===== config.mk =====
export PLATFORM = sky130hd
export DESIGN_NAME = pf_request_decode
export DESIGN_NICKNAME = d
export VERILOG_FILES = /design/src/rtl/pf_pkg.sv /design/src/rtl/pf_request_decode.sv
export SDC_FILE = /design/constraint.sdc
export NUM_CORES = 1
export LEC_CHECK = 0
export ABC_CLOCK_PERIOD_IN_PS = 1570
export BUFFER_PORTS_ARGS = -buffer_cell sky130_fd_sc_hd__buf_2
export CORE_AREA = 5 5 133 135
export DETAILED_ROUTE_END_ITERATION = 7
export DIE_AREA = 0 0 138 140
export PLACE_DENSITY_LB_ADDON = 0.1
export RECOVER_POWER = 100
export SYNTH_ARGS = -nofsm -noshare
export SYNTH_HDL_FRONTEND = slang
export SYNTH_SLANG_ARGS = --single-unit

===== constraint.sdc =====
create_clock -name clk -period 1.57 [get_ports clk]
set_input_delay 0.2355 -clock clk [delete_from_list [all_inputs] [get_ports clk]]
set_output_delay 0.2355 -clock clk [all_outputs]
set_load 0.02 [all_outputs]

===== src/rtl/pf_pkg.sv =====
package pf_pkg;

    localparam int addr_w  = 32;
    localparam int idx_w   = 6;
    localparam int idx_lsb = 2;

    localparam logic [1:0] hit_init    = 2'b01;
    localparam logic [1:0] spare_init  = 2'b10;
    localparam logic [1:0] choice_init = 2'b01;

    // msb is the decision bit
    typedef logic [1:0] ctr_t;

    typedef struct packed {
        ctr_t hit;
        ctr_t spare;
        ctr_t choice;
    } pf_counters_t;

    typedef struct packed {
        logic [addr_w-1:0] pc;
        logic [addr_w-1:0] addr;
    } pf_access_t;

    // counters is the snapshot the prediction reported
    typedef struct packed {
        logic [addr_w-1:0] pc;
        logic [addr_w-1:0] addr;
        logic              hit;
        logic              spare;
        logic              choice;
        pf_counters_t      counters;
    } pf_update_t;

    typedef struct packed {
        logic [addr_w-1:0] pc;
        logic [addr_w-1:0] addr;
    } pf_anneal_t;

    typedef struct packed {
        logic [addr_w-1:0] pc;
        logic [addr_w-1:0] addr;
        logic              suppress;
    } pf_lookup_t;

    typedef struct packed {
        logic              we;
        logic [addr_w-1:0] pc;
        logic [addr_w-1:0] addr;
        pf_counters_t      counters;
    } pf_cwrite_t;

    typedef struct packed {
        logic [addr_w-1:0] addr;
        pf_counters_t      counters;
    } pf_pred_t;

    // saturating 2-bit step
    function automatic ctr_t ctr_step(ctr_t cur, logic taken);
        ctr_t nxt;
        nxt = cur;
        if (taken && cur != 2'b11) begin
            nxt = cur + 2'd1;
        end else if (!taken && cur != 2'b00) begin
            nxt = cur - 2'd1;
        end
        return nxt;
    endfunction

endpackage


===== src/rtl/pf_request_decode.sv =====
`timescale 1ns/1ps

module pf_request_decode (
    input  logic                 clk,
    input  logic                 arst_n,
    input  logic                 acc_valid,
    input  pf_pkg::pf_access_t   acc,
    input  logic                 upd_valid,
    input  pf_pkg::pf_update_t   upd,
    input  logic                 ann_valid,
    input  pf_pkg::pf_anneal_t   ann,
    input  pf_pkg::pf_counters_t rd_counters,
    output pf_pkg::pf_lookup_t   lookup,
    output pf_pkg::pf_cwrite_t   cwrite,
    output logic                 suppress_q
);

    logic               ann_pend_q;
    pf_pkg::pf_anneal_t ann_q;

    // anneal steals the counter lookup slot
    always_comb begin
        if (ann_valid) begin
            lookup.pc   = ann.pc;
            lookup.addr = ann.addr;
        end else begin
            lookup.pc   = acc.pc;
            lookup.addr = acc.addr;
        end
        lookup.suppress = ann_valid & acc_valid;
    end

    always_ff @(posedge clk or negedge arst_n) begin
        if (!arst_n) begin
            ann_pend_q <= 1'b0;
            suppress_q <= 1'b0;
        end else begin
            ann_pend_q <= ann_valid;
            suppress_q <= lookup.suppress;
        end
    end

    always_ff @(posedge clk) begin
        if (ann_valid) begin
            ann_q <= ann;
        end
    end

    // pending anneal write wins over an update
    always_comb begin
        if (ann_pend_q) begin
            cwrite.we              = 1'b1;
            cwrite.pc              = ann_q.pc;
            cwrite.addr            = ann_q.addr;
            cwrite.counters.hit    = pf_pkg::ctr_step(rd_counters.hit, 1'b0);
            cwrite.counters.spare  = pf_pkg::ctr_step(rd_counters.spare, 1'b1);
            cwrite.counters.choice = rd_counters.choice;
        end else begin
            cwrite.we              = upd_valid;
            cwrite.pc              = upd.pc;
            cwrite.addr            = upd.addr;
            cwrite.counters.hit    = pf_pkg::ctr_step(upd.counters.hit, upd.hit);
            cwrite.counters.spare  = pf_pkg::ctr_step(upd.counters.spare, upd.spare);
            cwrite.counters.choice = pf_pkg::ctr_step(upd.counters.choice, upd.choice);
        end
    end

endmodule


# After elaboration in Yosys (flattened, before gate mapping)
# Cells that the tools add are included.
word_totals:
  reg_bits: 66
  latchBits: 0
  ramBits: 0
  mem_bits_ro: 0
  inputBits: 212
  output_inout_bits: 137
  word_cells: 40
  n_memories: 0
op_classes:
  addsub: 8
  mul: 0
  div_mod_pow: 0
  n_lt_le_gt_ge: 0
  n_eq_ne: 4
  shifts: 0
  n_mux: 10
  n_bitwise: 1
  reduce_logical: 13
ops:
  columns: ["operator", "count"]
  rows:
  - ["$mux W71", 1]
  - ["$mux W64", 1]
  - ["$mux W2", 8]
  - ["$add A2 B1 Y2 const B", 4]
  - ["$ne A2 B2 Y1 const B", 4]
  - ["$reduce_bool A2 Y1", 4]
  - ["$sub A2 B1 Y2 const B", 4]
  - ["$logic_and A1 B1 Y1", 6]
  - ["$logic_not A1 Y1", 3]
  - ["$and A1 B1 Y1", 1]

# Logic depth before layout (Yosys ltp)
# Gate-level depths: netlist (run 1).
depth:
  ltp_word: 5
  depth_mapped: 5
  depth_no_buf: 5

# Worst setup path after synthesis (run 1)
# OpenSTA, ideal clock, no wires.
synth_path:
  kind: "register to output"
  startpoint: "register ann_pend_q"
  endpoint: "output port cwrite[1] (netlist name)"
  arrival_ns: 1.187
  required_time_ns: 1.334
  setup_slack_ns: 0.148
  path_stages_with_launch: 4
  path_buffers: 2
  cell_sequence: "dfrtp_1 buf_6 buf_2 o21ai_0"
synth_lines:
  columns: ["element", "line_no", "source"]
  rows:
  - ["start: declaration", "pf_request_decode.sv:18", "logic ann_pend_q;"]
  - ["start signal: assignment", "pf_request_decode.sv:38", "ann_pend_q <= ann_valid;"]
  - ["end: declaration", "pf_request_decode.sv:14", "output pf_pkg::pf_cwrite_t cwrite,"]

==> impl_metrics.env, run 1 <==
export IMPL_synth_simple_area_share_pct=0.856
export IMPL_ys_top_cells_by_count="101 x mux2_2, 64 x edfxtp_1, 28 x mux2_1"
export IMPL_grt_pass1_vias=3716
export IMPL_criticalPathCategory="reg2out"
export IMPL_drt_initial_drc_count=62
export IMPL_synth_compound_area_share_pct=1.38
export IMPL_synth_top_area_share_pct=50.6
export IMPL_synth_area_leader_cell="edfxtp_1"
export IMPL_grtUsageTotal_pct=13.5
export IMPL_critPathTopFamily="flip-flops"
export IMPL_postSynthCellCount=244
export IMPL_max_cap_violations=0
export IMPL_design_die_area_mm2=0.0193
export IMPL_finalCritPeriodShare_pct=113
export IMPL_syn_nets=462
export IMPL_setup_viol=127
export IMPL_rows=47
export IMPL_max_freq_mhz=562
export IMPL_start_util_pct=23.3
export IMPL_worstPathCellList="buf_12, mux2_2, buf_2"
export IMPL_startpoint_type="flip-flop"
export IMPL_vias=3370
export IMPL_synth_edf_count=64
export IMPL_hold_viol_final=0
export IMPL_finalCriticalPeriod_ns=1.78
export IMPL_hp_class="in2reg"
export IMPL_tightest_slew_ns=0.611
export IMPL_port_buffer_count=348
export IMPL_worstPathRequired_ns=1.33
export IMPL_worstHoldPathCells=1
export IMPL_ys_ff_latch=66
export IMPL_antenna_found_initial=0
export IMPL_via_per_inst=4.09
export IMPL_synth_top_family_by_area="multiplexers"
export IMPL_hpwl_um=11200
export IMPL_drt_total_wl_um=13600
export IMPL_cts_tree="done"
export IMPL_die_y_um=140
export IMPL_clock_sinks=66
export IMPL_wl_per_cell_um=16.6
export IMPL_vdd_drop_max_mv=0.421
export IMPL_power_density_mw_per_mm2=986
export IMPL_drc=0
export IMPL_p_comb_share_pct=24.3
export IMPL_synth_xor_area_share_pct=0.691
export IMPL_critical_path_max_stage_delay_ns=0.44
export IMPL_yosys_top_cells_area="edfxtp_1 51%, mux2_2 30%, mux2_1 8.3%"
export IMPL_pin_count=349
export IMPL_post_cts_buffers=0
export IMPL_crit_fanout=36
export IMPL_fp_dieW_um=138
export IMPL_synthFlopType="edfxtp_1"
export IMPL_power_switching_mw=1.59
export IMPL_grt_max_degree=52
export IMPL_synth_area_per_cell_um2=15.6
export IMPL_gp_congestion=0.754
export IMPL_syn2layout_area_growth_pct=61.3
export IMPL_status="finished, violations left"
export IMPL_synth_fa_ha_area_share_pct=1.97
export IMPL_synth_most_common_cell="mux2_2"
export IMPL_grt_overflow=0
export IMPL_crit_arrival_ns=1.54
export IMPL_clk_pin_slew_ns=0.06
export IMPL_violations="setup timing"
export IMPL_finalSetupTns_ns=-15.45
export IMPL_cp_depth=3
export IMPL_slew_headroom_pct=59.3
export IMPL_syn_area_mm2=0.00380
export IMPL_numCtsBuffers=9
export IMPL_clockPowerShare_pct=40.6
export IMPL_worst_path_buf_inv=2
export IMPL_clk_path_buf_depth=2
export IMPL_ys_warn_count=0
export IMPL_coreArea_mm2=0.0163
export IMPL_leakage_nw=2.77
export IMPL_worst_slack_ns=-0.210
export IMPL_synth_mux_area_share_pct=39.0
export IMPL_intPower_mw=4.45
export IMPL_end_kind="primary output"
export IMPL_detail_route_antenna_nets=0
export IMPL_async_reset_ff_share_pct=3.03
export IMPL_crit_slowest_cell="dfrtp_4"
export IMPL_antenna_cells=0
export IMPL_firstDrtPassIters=3
export IMPL_synth_seq_area_share_pct=51.9
export IMPL_p_seq_share_pct=35.1
export IMPL_htreeDepth=3
export IMPL_yosys_cell_types_count=21
export IMPL_dp_cells=806
export IMPL_final_net_count=816
export IMPL_rsz0062_at_grt="true"
export IMPL_swShare_pct=26.3
export IMPL_grt_pass1_wl_um=20300
export IMPL_final_cells=823
export IMPL_root_buffer="clkbuf_16"
export IMPL_layout_drive_gt1_share_pct=70.8
export IMPL_final_max_slew_viol_count=0
path summary, 6_finish.rpt:
path                                       from              endpoint  slack [ns]
setup / recovery           ann_pend_q$_DFF_PN0_            cwrite[36]       -0.21
hold / removal                          ann[52]   ann_q[52]$_DFFE_PP_        0.09
max in group asynchronous                arst_n  ann_pend_q$_DFF_PN0_        1.18
min in group asynchronous                arst_n  ann_pend_q$_DFF_PN0_        0.25
layout by cell type (no fill, tap or decap), types with 3 or more instances in the layout:
master,synthesis,routed
clkbuf_16,0,9
buf_4,1,7
buf_2,5,296
a21oi_1,3,3
mux2i_1,3,3
mux2_1,28,28
mux2_2,101,101
xnor2_1,3,3
ha_1,6,6
o21ai_1,0,3
inv_1,7,7
buf_12,0,4
edfxtp_1,64,64
clkbuf_1,0,49
bufinv_16,0,4
power groups by stage:
stage / logic [mW] / registers, mW / clock network [mW]
final: 1.47 / 2.12 / 2.45
after floorplan: 0.828 / 2.14 / 0
after global placement: 1.49 / 2.16 / 0
after global routing: 1.59 / 2.13 / 2.62
after CTS: 1.52 / 2.12 / 2.53
after detailed placement: 1.50 / 2.16 / 0
metal layers:
layer  GRT usage (%)  share of wire [%]
met5               0                  0
met4            4.99                1.4
met3            5.11                9.7
met2            25.4                 55
met1            13.5                 34
logic make-up (layout without fill, tap and decap cells):
| family | Yosys count | count (layout) |
|---|---|---|
| buffers and inverters | 22 | 381 |
| XOR/XNOR | 3 | 3 |
| multiplexers | 132 | 132 |
| adder cells (fa/ha/maj) | 6 | 6 |
| flip-flops | 66 | 66 |
| AO/OA/AOI/OAI | 9 | 9 |
| AND/OR/NAND/NOR | 6 | 6 |
metrics by stage:
| step | instance area [um2] | hold WS (ns) | util (%) | total power [mW] | setup slack (ns) |
|---|---|---|---|---|---|
| global route | 6130 | 0.0670 | 37.5 | 6.34 | -0.273 |
| floorplan | 3800 | -0.0601 | - | 2.97 | 0.148 |
| global placement | 5810 | 0.0233 | 35.5 | 3.65 | 0.109 |
| finish | 6130 | 0.0854 | 37.5 | 6.04 | -0.210 |
| CTS | 6200 | 0.0663 | 38.0 | 6.17 | -0.241 |
| detailed placement | 5810 | 0.0250 | 35.5 | 3.65 | 0.0916 |
area by class of cell:
| cell class | instances | area, um2 |
|---|---|---|
| flip-flops and latches | 66 | 1980 |
| multi-input cells | 156 | 1670 |
| inverters | 7 | 26.3 |
| clock buffers | 10 | 229 |
| clock inverters | 6 | 129 |
| fillers | 1696 | 10200 |
| well taps | 220 | 275 |
| repair buffers | 358 | 1820 |
sequential cells by signal (all words and copies together), names as in the netlist:
name and cells:
ann_q 64, ann_pend_q 1, suppress_q 1
what timing repair did:
| action | in CTS | in global routing |
|---|---|---|
| endpoints found under the hold margin | 2 | 0 |
| resized for setup | 13 | 0 |
| setup endpoints to repair | 71 | 71 |
| hold buffers | 1 | 0 |
Power figures use the tool's default switching activity.
==> run 2: changes to the inputs <==
SKIP_LAST_GASP = 1   (was default)
==> run 2 against run 1 <==
The flow still finishes with violations (setup timing). First-iteration DRC count shrank 9.7%. Total power decreased by 0.24%. Wire length down 0.12%. Critical path type unchanged.
==> impl_metrics.env, run 2 (same netlist as run 1, synthesis figures left out) <==
export IMPL_worstPathRequired_ns=1.33
export IMPL_vdd_drop_max_mv=0.421
export IMPL_syn2layout_area_growth_pct=60.7
export IMPL_grt_max_degree=52
export IMPL_end_kind="primary output"
export IMPL_root_buffer="clkbuf_16"
export IMPL_antenna_cells=0
export IMPL_mostFrequentLayoutCells="303 x buf_2, 101 x mux2_2, 64 x edfxtp_1, 49 x clkbuf_1, 28 x mux2_1"
export IMPL_fillerInstances=1697
export IMPL_worstPathCellList="buf_12, mux2_2, buf_2"
export IMPL_vias=3367
export IMPL_via_per_inst=4.09
export IMPL_drt_initial_drc_count=56
export IMPL_crit_slowest_cell="dfrtp_4"
export IMPL_finalCriticalPeriod_ns=1.78
export IMPL_wl_per_cell_um=16.5
export IMPL_layout_drive_gt1_share_pct=70.8
export IMPL_pin_count=349
export IMPL_clock_sinks=66
export IMPL_final_common_cell="buf_2"
export IMPL_crit_arrival_ns=1.54
export IMPL_die_y_um=140
export IMPL_port_buffer_count=348
export IMPL_tightest_slew_ns=0.611
export IMPL_detail_route_antenna_nets=0
export IMPL_grt_pass1_wl_um=20200
export IMPL_grt_pass1_vias=3711
export IMPL_startpoint="ann_pend_q$_DFF_PN0_"
export IMPL_regMostFlops="ann_q"
export IMPL_numCtsBuffers=9
export IMPL_drt_total_wl_um=13600
export IMPL_clk_pin_slew_ns=0.06
export IMPL_startpoint_type="flip-flop"
export IMPL_rows=47
export IMPL_finalCritPeriodShare_pct=113
export IMPL_hp_class="in2reg"
export IMPL_crit_fanout=36
export IMPL_start_util_pct=23.3
export IMPL_hpwl_um=11200
export IMPL_coreArea_mm2=0.0163
export IMPL_dp_cells=806
export IMPL_top_regs="ann_q (64), ann_pend_q (1), suppress_q (1)"
export IMPL_leakage_nw=2.77
export IMPL_hold_viol_final=0
export IMPL_status="finished, violations left"
export IMPL_power_density_mw_per_mm2=987
export IMPL_final_max_slew_viol_count=0
export IMPL_rsz0062_at_grt="true"
export IMPL_grt_overflow=0
export IMPL_final_net_count=816
export IMPL_slew_headroom_pct=59.3
export IMPL_clk_path_buf_depth=2
export IMPL_max_freq_mhz=562
export IMPL_gp_congestion=0.754
export IMPL_htreeDepth=3
export IMPL_cts_tree="done"
export IMPL_grtUsageTotal_pct=13.5
export IMPL_final_cells=823
export IMPL_violations="setup timing"
export IMPL_setup_viol=127
export IMPL_largest_reg_flops=64
export IMPL_design_die_area_mm2=0.0193
export IMPL_fp_dieW_um=138
export IMPL_criticalPathCategory="reg2out"
export IMPL_firstDrtPassIters=3
export IMPL_timing_hold_ws_ns=0.0854
export IMPL_max_cap_violations=0
export IMPL_critical_path_max_stage_delay_ns=0.44
export IMPL_timing_critical_path_to="cwrite[36]"
export IMPL_worst_slack_ns=-0.210
export IMPL_drc=0
export IMPL_antenna_found_initial=0
-- run 2: cell counts in the layout (fill, tap and decap cells not counted) --
No cell type changed its count.
-- run 2: worst min-delay path by stage --
| stage | startpoint | endpoint | slack [ns] | cells past startpoint |
|---|---|---|---|---|
| final | ann[52] | ann_q[52]$_DFFE_PP_ | 0.09 | 1 |
| after floorplan | arst_n | ann_pend_q$_DFF_PN0_ | -0.06 | 0 |
| after global placement | arst_n | suppress_q$_DFF_PN0_ | 0.02 | 1 |
| after detailed placement | arst_n | suppress_q$_DFF_PN0_ | 0.02 | 1 |
| after CTS | ann[41] | ann_q[41]$_DFFE_PP_ | 0.07 | 1 |
| after global routing | ann[16] | ann_q[16]$_DFFE_PP_ | 0.07 | 1 |
-- run 2: what timing repair did --
item / in CTS / in global routing
buffers inserted: 0 / 0
setup endpoints to repair: 71 / 71
resized for setup: 2 / 2
hold buffers: 1 / 0
endpoints found under the hold margin: 2 / 0
-- run 2: where the power goes --
part           switching [mW]  total (mW)  internal [mW]
clock network           0.747        2.45           1.70
logic                   0.806        1.46          0.650
registers              0.0347        2.12           2.09
total                    1.59        6.03           4.44
-- run 2: per-stage QoR --
step / util (%) / power (mW) / instance area [um2] / setup WS [ns] / TNS, ns
floorplan: - / 2.97 / 3800 / 0.148 / 0
global placement: 35.5 / 3.65 / 5810 / 0.109 / 0
finish: 37.4 / 6.03 / 6110 / -0.210 / -15.43
detailed placement: 35.5 / 3.65 / 5810 / 0.0916 / 0
global route: 37.4 / 6.32 / 6110 / -0.273 / -22.62
CTS: 37.8 / 6.16 / 6180 / -0.241 / -15.15
-- run 2: metal layers --
layer / part of all wire [%] / global-route usage [%]
met2: 55 / 25.3
met4: 1.5 / 5.15
met1: 34 / 13.5
met3: 9.7 / 5.18
met5: 0 / 0
-- run 2: worst max-delay path: cells and delay by family (launching register included) --
family / cells / cell delay [ns]
muxes: 1 / 0.36
DFF: 1 / 0.44
buffers and inverters: 2 / 0.38
-- run 2: cell type report --
cell class / instances / area, um2 / area share, %
tap: 220 / 275 / 4.51
inverter: 7 / 26.3 / 0.430
sequential: 66 / 1980 / 32.3
clock buffer: 10 / 229 / 3.75
clock inverter: 6 / 129 / 2.11
timing repair buffer: 358 / 1800 / 29.5
multi-input combinational: 156 / 1670 / 27.4
==> run 3: changes to the inputs <==
RECOVER_POWER = 25   (was 100)
==> run 3 against run 2 <==
The flow still finishes with violations (setup timing). Sequential cell count stayed put. First-iteration DRC count is 14% higher. Clock power hardly changed. Combinational power hardly changed. Utilization is 0.26 points higher. Hold slack hardly changed. Via count is 0.24% higher. Clock-buffer cell count stayed put. Critical path depth stayed put. Wire length hardly changed. Largest power group unchanged.
==> impl_metrics.env, run 3 (same netlist as run 1, synthesis figures left out) <==
export IMPL_root_buffer="clkbuf_16"
export IMPL_worstHoldPathCells=1
export IMPL_critical_path_max_stage_delay_ns=0.44
export IMPL_grtUsageTotal_pct=13.5
export IMPL_finish_utilization_pct=37.6
export IMPL_htreeDepth=3
export IMPL_post_cts_buffers=0
export IMPL_largest_reg_flops=64
export IMPL_rsz0062_at_grt="true"
export IMPL_final_cells=823
export IMPL_dp_cells=806
export IMPL_end_kind="primary output"
export IMPL_fillerInstances=1685
export IMPL_cts_tree="done"
export IMPL_pin_count=349
export IMPL_startpoint_type="flip-flop"
export IMPL_final_common_cell="buf_2"
export IMPL_worst_slack_ns=-0.211
export IMPL_numCtsBuffers=9
export IMPL_layout_drive_gt1_share_pct=74.5
export IMPL_mostFrequentLayoutCells="320 x buf_2, 101 x mux2_2, 64 x edfxtp_1, 28 x mux2_1, 27 x clkbuf_1"
export IMPL_multiInputGateArea_mm2=0.00167
export IMPL_crit_fanout=36
export IMPL_drc=0
export IMPL_max_freq_mhz=562
export IMPL_hold_viol_final=0
export IMPL_grt_pass1_vias=3711
export IMPL_stdcell_area_mm2=0.00615
export IMPL_setup_viol=71
export IMPL_final_net_count=816
export IMPL_drt_total_wl_um=13600
export IMPL_crit_arrival_ns=1.55
export IMPL_vias=3375
export IMPL_pre_cts_ws_ns=0.0916
export IMPL_regMostFlops="ann_q"
export IMPL_status="finished, violations left"
export IMPL_detail_route_antenna_nets=0
export IMPL_vdd_drop_max_mv=0.421
export IMPL_timing_critical_path_to="cwrite[36]"
export IMPL_antenna_found_initial=0
export IMPL_drt_initial_drc_count=64
export IMPL_violations="setup timing"
export IMPL_final_max_slew_viol_count=0
export IMPL_rows=47
export IMPL_clock_sinks=66
export IMPL_crit_slowest_cell="dfrtp_4"
export IMPL_hp_class="in2reg"
export IMPL_design_die_area_mm2=0.0193
export IMPL_grt_max_degree=52
export IMPL_top_regs="ann_q (64), ann_pend_q (1), suppress_q (1)"
export IMPL_syn2layout_area_growth_pct=61.8
export IMPL_via_per_inst=4.10
export IMPL_finalCritPeriodShare_pct=113
export IMPL_gp_congestion=0.754
export IMPL_total_power_mw=6.04
export IMPL_finalCriticalPeriod_ns=1.78
export IMPL_max_cap_violations=0
export IMPL_grt_overflow=0
export IMPL_leakage_nw=2.83
export IMPL_tightest_slew_ns=0.287
export IMPL_fp_dieW_um=138
export IMPL_power_density_mw_per_mm2=982
export IMPL_ff_latch_area_mm2=0.00198
export IMPL_antenna_cells=0
export IMPL_startpoint="ann_pend_q$_DFF_PN0_"
export IMPL_worstPathRequired_ns=1.33
export IMPL_grt_pass1_wl_um=20200
export IMPL_port_buffer_count=348
export IMPL_slew_headroom_pct=80.9
export IMPL_die_y_um=140
export IMPL_start_util_pct=23.3
export IMPL_clk_path_buf_depth=2
export IMPL_clk_pin_slew_ns=0.06
export IMPL_worstPathCellList="buf_12, mux2_2, buf_2"
export IMPL_firstDrtPassIters=4
export IMPL_coreArea_mm2=0.0163
export IMPL_criticalPathCategory="reg2out"
export IMPL_hpwl_um=11200
export IMPL_wl_per_cell_um=16.5
export IMPL_placed_area_mm2=0.00581
==> run 3: worst min-delay path by stage <==
stage / slack (ns) / end / startpoint
6_report: 0.09 / ann_q[52]$_DFFE_PP_ / ann[52]
5_1_grt: 0.07 / ann_q[16]$_DFFE_PP_ / ann[16]
4_1_cts: 0.07 / ann_q[41]$_DFFE_PP_ / ann[41]
3_5_place_dp: 0.02 / suppress_q$_DFF_PN0_ / arst_n
3_3_place_gp: 0.02 / suppress_q$_DFF_PN0_ / arst_n
2_1_floorplan: -0.06 / ann_pend_q$_DFF_PN0_ / arst_n
==> run 3: layer usage <==
| layer | vias up | wire (um) | track usage (%) |
|---|---|---|---|
| li1 | 1645 | - | - |
| met1 | 1531 | 4640 | 13.5 |
| met2 | 185 | 7420 | 25.3 |
| met3 | 14 | 1330 | 5.18 |
| met4 | 0 | 210 | 5.15 |
| met5 | - | 0 | 0 |
==> run 3: cell type report <==
class                   count  share of cell area (%)
clock buffers              10                    3.72
flip-flops and latches     66                    32.1
repair buffers            358                    29.9
well taps                 220                    4.48
multi-input cells         156                    27.2
clock inverters             6                    2.10
inverters                   7                   0.427
==> run 3: timing repair <==
action                                  CTS  global route
resized for setup                         2             2
endpoints found under the setup margin   71            71
gates cloned                              0             0
hold endpoints to repair                  2             0
hold buffers                              1             0
==> run 3: worst max-delay path, delay by kind of cell (launching register included) <==
kind / cells / cell delay, ns
buffers and inverters: 2 / 0.38
multiplexers: 1 / 0.36
flip-flops: 1 / 0.44
==> run 3: where the power goes <==
part           total (mW)  switching, mW  internal, mW
sequential           2.12         0.0347          2.09
combinational        1.47          0.806         0.662
clock                2.45          0.747          1.70
==> run 3: stage by stage <==
step | TNS (ns) | hold WS, ns
4_1_cts | -15.15 | 0.0663
5_1_grt | -17.24 | 0.0670
6_report | -12.97 | 0.0852
2_1_floorplan | 0 | -0.0601
3_5_place_dp | 0 | 0.0250
3_3_place_gp | 0 | 0.0233
